==> config.mk <==
export PLATFORM = sky130hd
export DESIGN_NAME = uart_echo_top
export DESIGN_NICKNAME = d
export VERILOG_FILES = /design/src/verilog/uart_pkg.sv /design/src/verilog/uart_bus_if.sv /design/src/verilog/uart_fifo.sv /design/src/verilog/uart_rx.sv /design/src/verilog/uart_tx.sv /design/src/verilog/uart_regs.sv /design/src/verilog/uart_echo_ctrl.sv /design/src/verilog/uart_echo_top.sv
export VERILOG_INCLUDE_DIRS = /design/src /design/src/verilog
export SDC_FILE = /design/constraint.sdc
export NUM_CORES = 1
export LEC_CHECK = 0
export BUFFER_PORTS_ARGS = -buffer_cell sky130_fd_sc_hd__clkbuf_2
export CORE_AREA = 2 2 227 162
export DETAILED_ROUTE_END_ITERATION = 16
export DIE_AREA = 0 0 229 164
export PLACE_DENSITY = 0.53
export SYNTH_ARGS = -nofsm -noshare
export SYNTH_HDL_FRONTEND = slang
export SYNTH_SLANG_ARGS = --single-unit
==> constraint.sdc <==
create_clock -name clock -period 9.6 [get_ports clock]
set_input_delay 1.92 -clock clock [delete_from_list [all_inputs] [get_ports clock]]
set_output_delay 1.92 -clock clock [all_outputs]
set_load 0.03 [all_outputs]
==> src/verilog/uart_cfg.svh <==
// Build-time constants only; the divisor can still be changed at run time via the div register
`ifndef UART_CFG_SVH
`define UART_CFG_SVH

// Clocks per serial bit, also the reset value of div
`define UART_CLKS_PER_BIT 16

// Entries in each of the receive and transmit FIFOs
`define UART_FIFO_DEPTH 8

// Width of a FIFO occupancy count, which must hold 0 to depth
`define UART_FIFO_CNT_W ($clog2(`UART_FIFO_DEPTH + 1))

// Receive watermark used by the echo sequencer
// Pending is raised when more entries than this are held
`define UART_ECHO_WATERMARK 0

`endif

==> src/verilog/uart_pkg.sv <==
// Register layouts follow a 32-bit word map with no parity and one stop bit
package uart_pkg;

  typedef logic [7:0] uart_byte_t;

  // Word addresses of the register map
  typedef enum logic [2:0] {
    addr_txdata = 3'd0,
    addr_rxdata = 3'd1,
    addr_txctrl = 3'd2,
    addr_rxctrl = 3'd3,
    addr_ie     = 3'd4,
    addr_div    = 3'd5
  } uart_addr_e;

  // Receive watermark enable bit in the ie register
  localparam int ie_rxwm_bit = 1;

  // One received frame as held in the receive FIFO
  typedef struct packed {
    logic       frame_err;
    uart_byte_t data;
  } rx_entry_t;

  // Read word of rxdata
  typedef struct packed {
    logic        empty;
    logic        frame_err;
    logic [21:0] reserved;
    uart_byte_t  data;
  } rxdata_t;

  // Common layout of the transmit and receive control words
  typedef struct packed {
    logic [12:0] reserved_hi;
    logic [2:0]  watermark;
    logic [14:0] reserved_lo;
    logic        enable;
  } ctrl_word_t;

  typedef ctrl_word_t txctrl_t;
  typedef ctrl_word_t rxctrl_t;

endpackage

==> src/verilog/uart_bus_if.sv <==
// Request is held with stable addr and wr_data until busy is low after the first cycle
interface uart_bus_if;

  logic                 rd_en;
  logic                 wr_en;
  uart_pkg::uart_addr_e addr;
  logic [31:0]          wr_data;
  logic [31:0]          rd_data;
  logic                 busy;

  // Side that issues register accesses
  modport controller (
    output rd_en, wr_en, addr, wr_data,
    input  rd_data, busy
  );

  // Register block side
  modport target (
    input  rd_en, wr_en, addr, wr_data,
    output rd_data, busy
  );

endinterface

==> src/verilog/uart_fifo.sv <==
// Payload must be a packed type; a push while full is dropped and a pop while empty is ignored
`include "uart_cfg.svh"

module uart_fifo import uart_pkg::*; #(
  parameter type payload_t = uart_byte_t
) (
  input  logic                          clock,
  input  logic                          reset,
  input  logic                          push,
  input  payload_t                      push_data,
  input  logic                          pop,
  output payload_t                      pop_data,
  output logic                          empty,
  output logic                          full,
  output logic [`UART_FIFO_CNT_W-1:0]   count
);

  localparam int depth = `UART_FIFO_DEPTH;
  localparam int ptr_w = (depth > 1) ? $clog2(depth) : 1;

  payload_t         mem [depth];
  logic [ptr_w-1:0] wr_ptr;
  logic [ptr_w-1:0] rd_ptr;
  logic             do_push;
  logic             do_pop;

  function automatic logic [ptr_w-1:0] next_ptr(input logic [ptr_w-1:0] ptr);
    next_ptr = (ptr == ptr_w'(depth - 1)) ? '0 : ptr + 1'b1;
  endfunction

  assign empty    = (count == '0);
  assign full     = (count == `UART_FIFO_CNT_W'(depth));
  assign do_push  = push & ~full;
  assign do_pop   = pop & ~empty;
  // Head entry is visible without a pop
  assign pop_data = mem[rd_ptr];

  always_ff @(posedge clock or posedge reset) begin
    if (reset) begin
      wr_ptr <= '0;
      rd_ptr <= '0;
      count  <= '0;
    end else begin
      if (do_push) wr_ptr <= next_ptr(wr_ptr);
      if (do_pop) rd_ptr <= next_ptr(rd_ptr);
      if (do_push && !do_pop) count <= count + 1'b1;
      else if (do_pop && !do_push) count <= count - 1'b1;
    end
  end

  always_ff @(posedge clock) begin
    if (do_push) mem[wr_ptr] <= push_data;
  end

endmodule

==> src/verilog/uart_rx.sv <==
// Eight data bits, no parity, one stop bit; each bit is sampled once at mid-period
module uart_rx import uart_pkg::*; (
  input  logic        clock,
  input  logic        reset,
  input  logic        enable,
  input  logic [15:0] divisor,
  input  logic        rxd,
  output logic        rx_valid,
  output rx_entry_t   rx_entry
);

  typedef enum logic [1:0] {
    st_idle,
    st_start,
    st_data,
    st_stop
  } state_e;

  state_e      state;
  logic [1:0]  rxd_sync;
  logic        rxd_prev;
  logic [15:0] bit_cnt;
  logic [2:0]  bit_idx;
  uart_byte_t  shift;
  logic [15:0] half_period;
  logic        start_mid;
  logic        bit_end;
  logic        fall;

  assign half_period = divisor >> 1;
  assign start_mid   = (bit_cnt == half_period - 16'd1);
  assign bit_end     = (bit_cnt == divisor - 16'd1);
  // Falling edge of the synchronized line
  assign fall        = rxd_prev & ~rxd_sync[1];

  always_ff @(posedge clock or posedge reset) begin
    if (reset) begin
      rxd_sync <= 2'b11;
      rxd_prev <= 1'b1;
      state    <= st_idle;
      bit_cnt  <= '0;
      bit_idx  <= '0;
      rx_valid <= 1'b0;
    end else begin
      rxd_sync <= {rxd_sync[0], rxd};
      rxd_prev <= rxd_sync[1];
      rx_valid <= 1'b0;
      if (!enable) begin
        state   <= st_idle;
        bit_cnt <= '0;
      end else begin
        case (state)
          st_idle: begin
            bit_cnt <= '0;
            if (fall) state <= st_start;
          end
          st_start: begin
            if (start_mid) begin
              bit_cnt <= '0;
              bit_idx <= '0;
              // Line back high at mid start means a glitch
              state   <= rxd_sync[1] ? st_idle : st_data;
            end else begin
              bit_cnt <= bit_cnt + 16'd1;
            end
          end
          st_data: begin
            if (bit_end) begin
              bit_cnt <= '0;
              bit_idx <= bit_idx + 3'd1;
              if (bit_idx == 3'd7) state <= st_stop;
            end else begin
              bit_cnt <= bit_cnt + 16'd1;
            end
          end
          st_stop: begin
            if (bit_end) begin
              bit_cnt  <= '0;
              rx_valid <= 1'b1;
              state    <= st_idle;
            end else begin
              bit_cnt <= bit_cnt + 16'd1;
            end
          end
          default: state <= st_idle;
        endcase
      end
    end
  end

  // LSB arrives first, so shift in from the top
  always_ff @(posedge clock) begin
    if (state == st_data && bit_end) shift <= {rxd_sync[1], shift[7:1]};
    if (state == st_stop && bit_end) begin
      rx_entry.data      <= shift;
      rx_entry.frame_err <= ~rxd_sync[1];
    end
  end

endmodule

==> src/verilog/uart_tx.sv <==
// One start bit, eight data bits LSB first and one stop bit; a frame in flight finishes if disabled
module uart_tx import uart_pkg::*; (
  input  logic        clock,
  input  logic        reset,
  input  logic        enable,
  input  logic [15:0] divisor,
  input  logic        tx_valid,
  input  uart_byte_t  tx_byte,
  output logic        tx_ready,
  output logic        txd
);

  logic        active;
  logic [15:0] bit_cnt;
  logic [3:0]  bits_left;
  logic [8:0]  shift;
  logic        bit_end;
  logic        accept;

  assign bit_end  = (bit_cnt == divisor - 16'd1);
  assign tx_ready = enable & ~active;
  assign accept   = tx_valid & tx_ready;

  always_ff @(posedge clock or posedge reset) begin
    if (reset) begin
      active    <= 1'b0;
      bit_cnt   <= '0;
      bits_left <= '0;
      txd       <= 1'b1;
    end else if (!active) begin
      if (accept) begin
        // Start bit goes out right away
        active    <= 1'b1;
        txd       <= 1'b0;
        bit_cnt   <= '0;
        bits_left <= 4'd9;
      end
    end else if (!bit_end) begin
      bit_cnt <= bit_cnt + 16'd1;
    end else begin
      bit_cnt <= '0;
      if (bits_left == 4'd0) begin
        // End of stop bit, txd is already high
        active <= 1'b0;
      end else begin
        txd       <= shift[0];
        bits_left <= bits_left - 4'd1;
      end
    end
  end

  // Data bits followed by the stop bit
  always_ff @(posedge clock) begin
    if (accept) begin
      shift <= {1'b1, tx_byte};
    end else if (active && bit_end && bits_left != 4'd0) begin
      shift <= shift >> 1;
    end
  end

endmodule

==> src/verilog/uart_regs.sv <==
// Every access takes two cycles; the FIFO side effect of a request happens once, in its first cycle
`include "uart_cfg.svh"

module uart_regs import uart_pkg::*; (
  input  logic              clock,
  input  logic              reset,
  uart_bus_if.target        bus,
  input  logic              rx_valid,
  input  rx_entry_t         rx_entry,
  output logic              tx_valid,
  output uart_byte_t        tx_byte,
  input  logic              tx_ready,
  output logic              tx_enable,
  output logic              rx_enable,
  output logic [15:0]       divisor,
  output logic              rx_pending
);

  localparam int cnt_w = `UART_FIFO_CNT_W;

  logic             in_access;
  logic             first;
  logic             rx_pop;
  logic             rx_empty;
  logic             tx_push;
  logic             tx_empty;
  logic             tx_full;
  logic [cnt_w-1:0] rx_count;
  logic [2:0]       rx_wm;
  logic             ie_rxwm;
  rx_entry_t        rx_head;
  txctrl_t          txctrl_wr;
  rxctrl_t          rxctrl_wr;
  txctrl_t          txctrl_rd;
  rxctrl_t          rxctrl_rd;
  rxdata_t          rx_word;
  logic [31:0]      rd_word;

  // Busy only in the first cycle of a request
  assign first    = (bus.rd_en | bus.wr_en) & ~in_access;
  assign bus.busy = first;

  assign tx_push  = first & bus.wr_en & (bus.addr == addr_txdata);
  assign rx_pop   = first & bus.rd_en & (bus.addr == addr_rxdata);

  assign tx_valid = ~tx_empty & tx_ready;

  assign rx_pending = ie_rxwm & (rx_count > cnt_w'(rx_wm));

  assign txctrl_wr = bus.wr_data;
  assign rxctrl_wr = bus.wr_data;

  uart_fifo #(.payload_t(rx_entry_t)) i_rx_fifo (
    .clock     (clock),
    .reset     (reset),
    .push      (rx_valid),
    .push_data (rx_entry),
    .pop       (rx_pop),
    .pop_data  (rx_head),
    .empty     (rx_empty),
    .full      (),
    .count     (rx_count)
  );

  uart_fifo #(.payload_t(uart_byte_t)) i_tx_fifo (
    .clock     (clock),
    .reset     (reset),
    .push      (tx_push),
    .push_data (bus.wr_data[7:0]),
    .pop       (tx_valid),
    .pop_data  (tx_byte),
    .empty     (tx_empty),
    .full      (tx_full),
    .count     ()
  );

  always_ff @(posedge clock or posedge reset) begin
    if (reset) begin
      in_access <= 1'b0;
      tx_enable <= 1'b0;
      rx_enable <= 1'b0;
      rx_wm     <= '0;
      ie_rxwm   <= 1'b0;
      divisor   <= 16'(`UART_CLKS_PER_BIT);
    end else begin
      in_access <= first;
      if (first && bus.wr_en) begin
        case (bus.addr)
          addr_txctrl: tx_enable <= txctrl_wr.enable;
          addr_rxctrl: begin
            rx_enable <= rxctrl_wr.enable;
            rx_wm     <= rxctrl_wr.watermark;
          end
          addr_ie:  ie_rxwm <= bus.wr_data[ie_rxwm_bit];
          addr_div: divisor <= bus.wr_data[15:0];
          default: ;
        endcase
      end
    end
  end

  always_comb begin
    rx_word           = '0;
    rx_word.empty     = rx_empty;
    rx_word.frame_err = rx_head.frame_err & ~rx_empty;
    rx_word.data      = rx_empty ? '0 : rx_head.data;
    txctrl_rd         = '0;
    txctrl_rd.enable  = tx_enable;
    rxctrl_rd           = '0;
    rxctrl_rd.enable    = rx_enable;
    rxctrl_rd.watermark = rx_wm;
    rd_word = '0;
    case (bus.addr)
      addr_txdata: rd_word[31] = tx_full;
      addr_rxdata: rd_word = rx_word;
      addr_txctrl: rd_word = txctrl_rd;
      addr_rxctrl: rd_word = rxctrl_rd;
      addr_ie:     rd_word[ie_rxwm_bit] = ie_rxwm;
      addr_div:    rd_word[15:0] = divisor;
      default:     rd_word = '0;
    endcase
  end

  // Captured in the first cycle, valid when busy falls
  always_ff @(posedge clock) begin
    if (first && bus.rd_en) bus.rd_data <= rd_word;
  end

endmodule

==> src/verilog/uart_echo_ctrl.sv <==
// Programs the UART once after reset, then echoes every received byte; framing errors are dropped
`include "uart_cfg.svh"

module uart_echo_ctrl import uart_pkg::*; (
  input  logic           clock,
  input  logic           reset,
  uart_bus_if.controller bus,
  input  logic           rx_pending
);

  typedef enum logic [2:0] {
    st_idle,
    st_div,
    st_rxctrl,
    st_txctrl,
    st_ie,
    st_wait,
    st_read,
    st_write
  } state_e;

  localparam rxctrl_t rxctrl_cfg = '{
    watermark: 3'(`UART_ECHO_WATERMARK),
    enable:    1'b1,
    default:   '0
  };
  localparam txctrl_t txctrl_cfg = '{enable: 1'b1, default: '0};

  state_e     state;
  state_e     state_next;
  uart_byte_t echo_byte;
  rxdata_t    rd_word;

  assign rd_word = bus.rd_data;

  always_ff @(posedge clock or posedge reset) begin
    if (reset) state <= st_idle;
    else state <= state_next;
  end

  // Keep the byte for the write that follows the read
  always_ff @(posedge clock) begin
    if (state == st_read && !bus.busy) echo_byte <= rd_word.data;
  end

  // Each access state holds its request until busy falls
  always_comb begin
    state_next  = state;
    bus.rd_en   = 1'b0;
    bus.wr_en   = 1'b0;
    bus.addr    = addr_txdata;
    bus.wr_data = '0;
    case (state)
      st_idle: state_next = st_div;
      st_div: begin
        bus.wr_en   = 1'b1;
        bus.addr    = addr_div;
        bus.wr_data = 32'(`UART_CLKS_PER_BIT);
        if (!bus.busy) state_next = st_rxctrl;
      end
      st_rxctrl: begin
        bus.wr_en   = 1'b1;
        bus.addr    = addr_rxctrl;
        bus.wr_data = rxctrl_cfg;
        if (!bus.busy) state_next = st_txctrl;
      end
      st_txctrl: begin
        bus.wr_en   = 1'b1;
        bus.addr    = addr_txctrl;
        bus.wr_data = txctrl_cfg;
        if (!bus.busy) state_next = st_ie;
      end
      st_ie: begin
        bus.wr_en   = 1'b1;
        bus.addr    = addr_ie;
        bus.wr_data = 32'h1 << ie_rxwm_bit;
        if (!bus.busy) state_next = st_wait;
      end
      st_wait: begin
        if (rx_pending) state_next = st_read;
      end
      st_read: begin
        bus.rd_en = 1'b1;
        bus.addr  = addr_rxdata;
        if (!bus.busy) begin
          // Bad frames are popped but not sent back
          if (rd_word.empty || rd_word.frame_err) state_next = st_wait;
          else state_next = st_write;
        end
      end
      st_write: begin
        bus.wr_en   = 1'b1;
        bus.addr    = addr_txdata;
        bus.wr_data = {24'h0, echo_byte};
        if (!bus.busy) state_next = st_wait;
      end
      default: state_next = st_idle;
    endcase
  end

endmodule

==> src/verilog/uart_echo_top.sv <==
// Serial lines are asynchronous to clock; the bit rate is clock divided by UART_CLKS_PER_BIT
module uart_echo_top import uart_pkg::*; (
  input  logic clock,
  input  logic reset,
  input  logic rxd,
  output logic txd,
  output logic rx_pending
);

  logic        rx_valid;
  rx_entry_t   rx_entry;
  logic        tx_valid;
  uart_byte_t  tx_byte;
  logic        tx_ready;
  logic        tx_enable;
  logic        rx_enable;
  logic [15:0] divisor;

  uart_bus_if bus ();

  uart_echo_ctrl i_uart_echo_ctrl (
    .clock      (clock),
    .reset      (reset),
    .bus        (bus),
    .rx_pending (rx_pending)
  );

  uart_regs i_uart_regs (
    .clock      (clock),
    .reset      (reset),
    .bus        (bus),
    .rx_valid   (rx_valid),
    .rx_entry   (rx_entry),
    .tx_valid   (tx_valid),
    .tx_byte    (tx_byte),
    .tx_ready   (tx_ready),
    .tx_enable  (tx_enable),
    .rx_enable  (rx_enable),
    .divisor    (divisor),
    .rx_pending (rx_pending)
  );

  uart_rx i_uart_rx (
    .clock    (clock),
    .reset    (reset),
    .enable   (rx_enable),
    .divisor  (divisor),
    .rxd      (rxd),
    .rx_valid (rx_valid),
    .rx_entry (rx_entry)
  );

  uart_tx i_uart_tx (
    .clock    (clock),
    .reset    (reset),
    .enable   (tx_enable),
    .divisor  (divisor),
    .tx_valid (tx_valid),
    .tx_byte  (tx_byte),
    .tx_ready (tx_ready),
    .txd      (txd)
  );

endmodule

==> flow_metrics.py <==
metrics = {
    "outcome": {
        "status": "finished, final reports clean",
    },
    "routing": {
        "viasPerCell": 4.823,
        "ant_nets": 0,
        "remaining_drc_errors": 0,
        "firstDrtPassIters": 4,
        "drt_wl_total_microns": 23120,
        "vias": 6468,
        "drt_iter0_markers": 477,
        "detail_route.wl_per_cell_microns": 17.24,
    },
    "synth": {
        "ys_top_cells_by_area": "edfxtp_1 45%, dfrtp_1 16%, mux4_2 6.5%",
        "synth_warnings": 0,
        "synth_most_common_cell": "edfxtp_1",
        "synth_area_per_cell_sq_um": 14.04,
        "syn_nets": 878,
        "syn_area_sq_mm": 0.01186,
        "synth-async-reset-ratio_pct": 31.30,
        "synth_common_cells": "179 x edfxtp_1, 77 x dfrtp_1, 60 x nand2_1",
        "synth_edf_count": 179,
        "yosys.cell_types.count": 70,
        "seq_area_frac_synth_pct": 62.84,
        "synth-main-ff-cell": "edfxtp_1",
        "synth_top_area_share_pct": 45.32,
        "synth_top_area_cell": "edfxtp_1",
        "ys_ff_latch": 262,
        "syn_inst": 845,
    },
    "grt": {
        "grtUsageMet2_pct": 18.51,
        "top_usage_layer": "met1",
        "grt_first_pass_wirelength_microns": 37610,
        "grt_overflow_total": 0,
        "grt_max_degree": 48,
        "antenna_found_initial": 0,
        "grt_use_total_pct": 12.77,
        "grt_pass1_vias": 6505,
        "grtUsageMet3_pct": 2.135,
        "gr-usage-met1_pct": 19.99,
    },
    "placement": {
        "pre_cts_slack_ns": 5.297,
        "io_buffer_count": 4,
        "postPlaceCellArea_sq_mm": 0.01235,
        "gp_congestion": 0.7696,
        "dpl.cell_count": 1296,
        "dp_hpwl_microns": 15220,
    },
    "power": {
        "p_per_area_mw_per_mm2": 175.4,
        "max-vdd-ir-drop_v": 0.0001257,
        "leakagePower_nw": 4.854,
        "power_mw": 2.305,
    },
    "clock_network": {
        "cts_tree": "yes",
        "cts.clk_slew.worst_paths_ns": 0.07,
        "cts_resized": 0,
        "htreeDepth": 1,
        "cts-hold-fix-buffers": 0,
        "cts_buffers": 26,
        "cts-root-buf": "clkbuf_16",
        "cts_num_sinks": 262,
        "insertion_delay_ns": 0.53,
        "clk_path_buf_depth": 3,
        "postCtsSetupRepairBufs": 0,
    },
    "setup_path": {
        "end_kind": "flip-flop",
        "worstPathArrival_ns": 4.75,
        "critical_path_peak_fanout": 27,
        "critPathBufInv": 1,
        "crit_path_start_kind": "flip-flop",
        "r2r_slack_ns": 5.27,
        "crit_path_frequent_cell": "ha_1",
        "cp_data_required_time_ns": 10.02,
        "crit_start": "i_uart_regs.divisor[2]$_DFFE_PP0P_",
        "cp_slowest_stage_delay_ns": 0.80,
        "r2r-start": "i_uart_regs.divisor[2]$_DFFE_PP0P_",
        "cp_cell_sequence": "inv_1 -> ha_1 -> or4b_4 -> nor3_1 -> ha_1 -> xnor2_1 -> nor4_1 -> nand3_1 -> nor4_4 -> nand2b_1 -> o21ai_0 -> a21o_1",
        "criticalPathCategory": "flip-flop to flip-flop",
        "crit_family": "simple AND/OR/NAND/NOR gates",
        "crit_slowest_cell": "nand2b_1",
    },
    "timing": {
        "tightest_slew_ns": 1.032,
        "hold_viol": 0,
        "grt_setup_unrepaired": "no",
        "worst_hold_slack_ns": 0.3520,
        "period_share_pct": 45.08,
        "worst_slack_ns": 5.272,
        "slew_violations": 0,
        "finClkSkew_ns": 0.01243,
        "timing.fmax_ghz": 0.2311,
        "fin_crit_ns": 4.328,
        "finalSetupViolCount": 0,
        "slew_headroom_pct": 30.59,
        "setup_tns_ns": 0,
    },
    "die": {
        "rows": 58,
        "die-width_microns": 229,
        "die_area_sq_mm": 0.03756,
        "io_pins": 5,
        "start_util_pct": 33.49,
        "fp.dieH_microns": 164,
        "coreArea_sq_mm": 0.03541,
    },
    "hold_path": {
        "hp-start": "i_uart_rx.rxd_sync[0]$_DFF_PP1_",
        "holdCritPathClass": "flip-flop to flip-flop",
    },
    "finish": {
        "diodes": 0,
        "layout-drive-gt1-share_pct": 14.75,
        "final_nets": 877,
        "syn2layout_area_growth_pct": 10.78,
        "fillers": 3430,
        "fin_cells": 1341,
        "finish.utilization_pct": 37.10,
        "final_area_sq_mm": 0.01314,
    },
    "job": {
        "drv_cap": 0,
    },
}
==> layout by cell type, fill, tap and decap left out, types with 19 or more instances in the layout <==
cell type,netlist,layout
and3_1,19,19
clkbuf_16,0,27
dfrtp_1,77,77
edfxtp_1,179,179
ha_1,28,28
inv_1,29,28
mux2i_1,20,20
mux4_2,34,34
nand2_1,60,60
nor2_1,58,58
o21ai_0,31,31
xnor2_1,31,31
xor2_1,21,21
==> layout make-up <==
class                   instances  area (sq um)  share of cell area, %
flip-flops and latches        262          7453                  56.72
clock inverters                13         93.84                 0.7141
repair buffers                 12         80.08                 0.6094
multi-input cells             513          4106                  31.25
inverters                      29         111.4                 0.8475
well taps                     480         600.6                  4.571
clock buffers                  32         694.4                  5.285
==> cells by family (layout without fill, tap and decap cells) <==
kind of cell	Yosys count	after routing	share of synthesized area, %
fa+ha+maj	30	30	3.291
compound gates	103	103	5.654
flops	262	262	62.84
xor+xnor	56	56	4.599
simple gates	263	263	12.13
mux	61	61	8.808
buf+inv	70	86	2.679
==> layer usage <==
metal,share of wire (%),wire (microns)
met5,0,0
met4,1.6,379
met3,2.7,628
met2,42,9656
met1,54,12450
==> registers in the layout, indices dropped and copies added (netlist names), 3 cells and up <==
signal and flops:
i_uart_regs.i_rx_fifo.mem 72, i_uart_regs.i_tx_fifo.mem 64, i_uart_rx.bit_cnt 16, i_uart_tx.bit_cnt 16, i_uart_regs.bus.rd_data 10, i_uart_rx.rx_entry 9
i_uart_tx.shift 9, i_uart_echo_ctrl.echo_byte 8, i_uart_regs.divisor 8, i_uart_rx.shift 8, i_uart_regs.i_rx_fifo.count 4, i_uart_regs.i_tx_fifo.count 4
i_uart_tx.bits_left 4, i_uart_echo_ctrl.state 3, i_uart_regs.i_rx_fifo.rd_ptr 3, i_uart_regs.i_rx_fifo.wr_ptr 3, i_uart_regs.i_tx_fifo.rd_ptr 3, i_uart_regs.i_tx_fifo.wr_ptr 3
i_uart_rx.bit_idx 3
==> report_power, final <==
group	total (mW)	internal (mW)	switching, mW
clock	0.958	0.538	0.420
combinational	0.121	0.0406	0.0806
sequential	1.23	1.21	0.0188
==> worst reg2reg max path: cells and delay by family (launching register included) <==
| family | cells | cell delay (ns) |
|---|---|---|
| buffers and inverters | 1 | 0.12 |
| AO/OA/AOI/OAI | 2 | 0.44 |
| adder cells (fa/ha/maj) | 2 | 0.64 |
| XOR/XNOR | 1 | 0.14 |
| flip-flops | 1 | 0.48 |
| AND/OR/NAND/NOR | 6 | 2.40 |
==> worst paths after layout <==
path / to / cells past startpoint
min in group asynchronous: i_uart_regs.i_tx_fifo.rd_ptr[2]$_DFFE_PP0P_ / 2
min: i_uart_rx.rxd_sync[1]$_DFF_PP1_ / 0
max reg2reg: i_uart_tx.bit_cnt[13]$_DFFE_PP0P_ / 12
min reg2reg: i_uart_rx.rxd_sync[1]$_DFF_PP1_ / 0
max in group asynchronous: i_uart_regs.i_rx_fifo.count[3]$_DFFE_PP0P_ / 3
max: i_uart_tx.bit_cnt[13]$_DFFE_PP0P_ / 12
(Power assumes the default switching activity.)
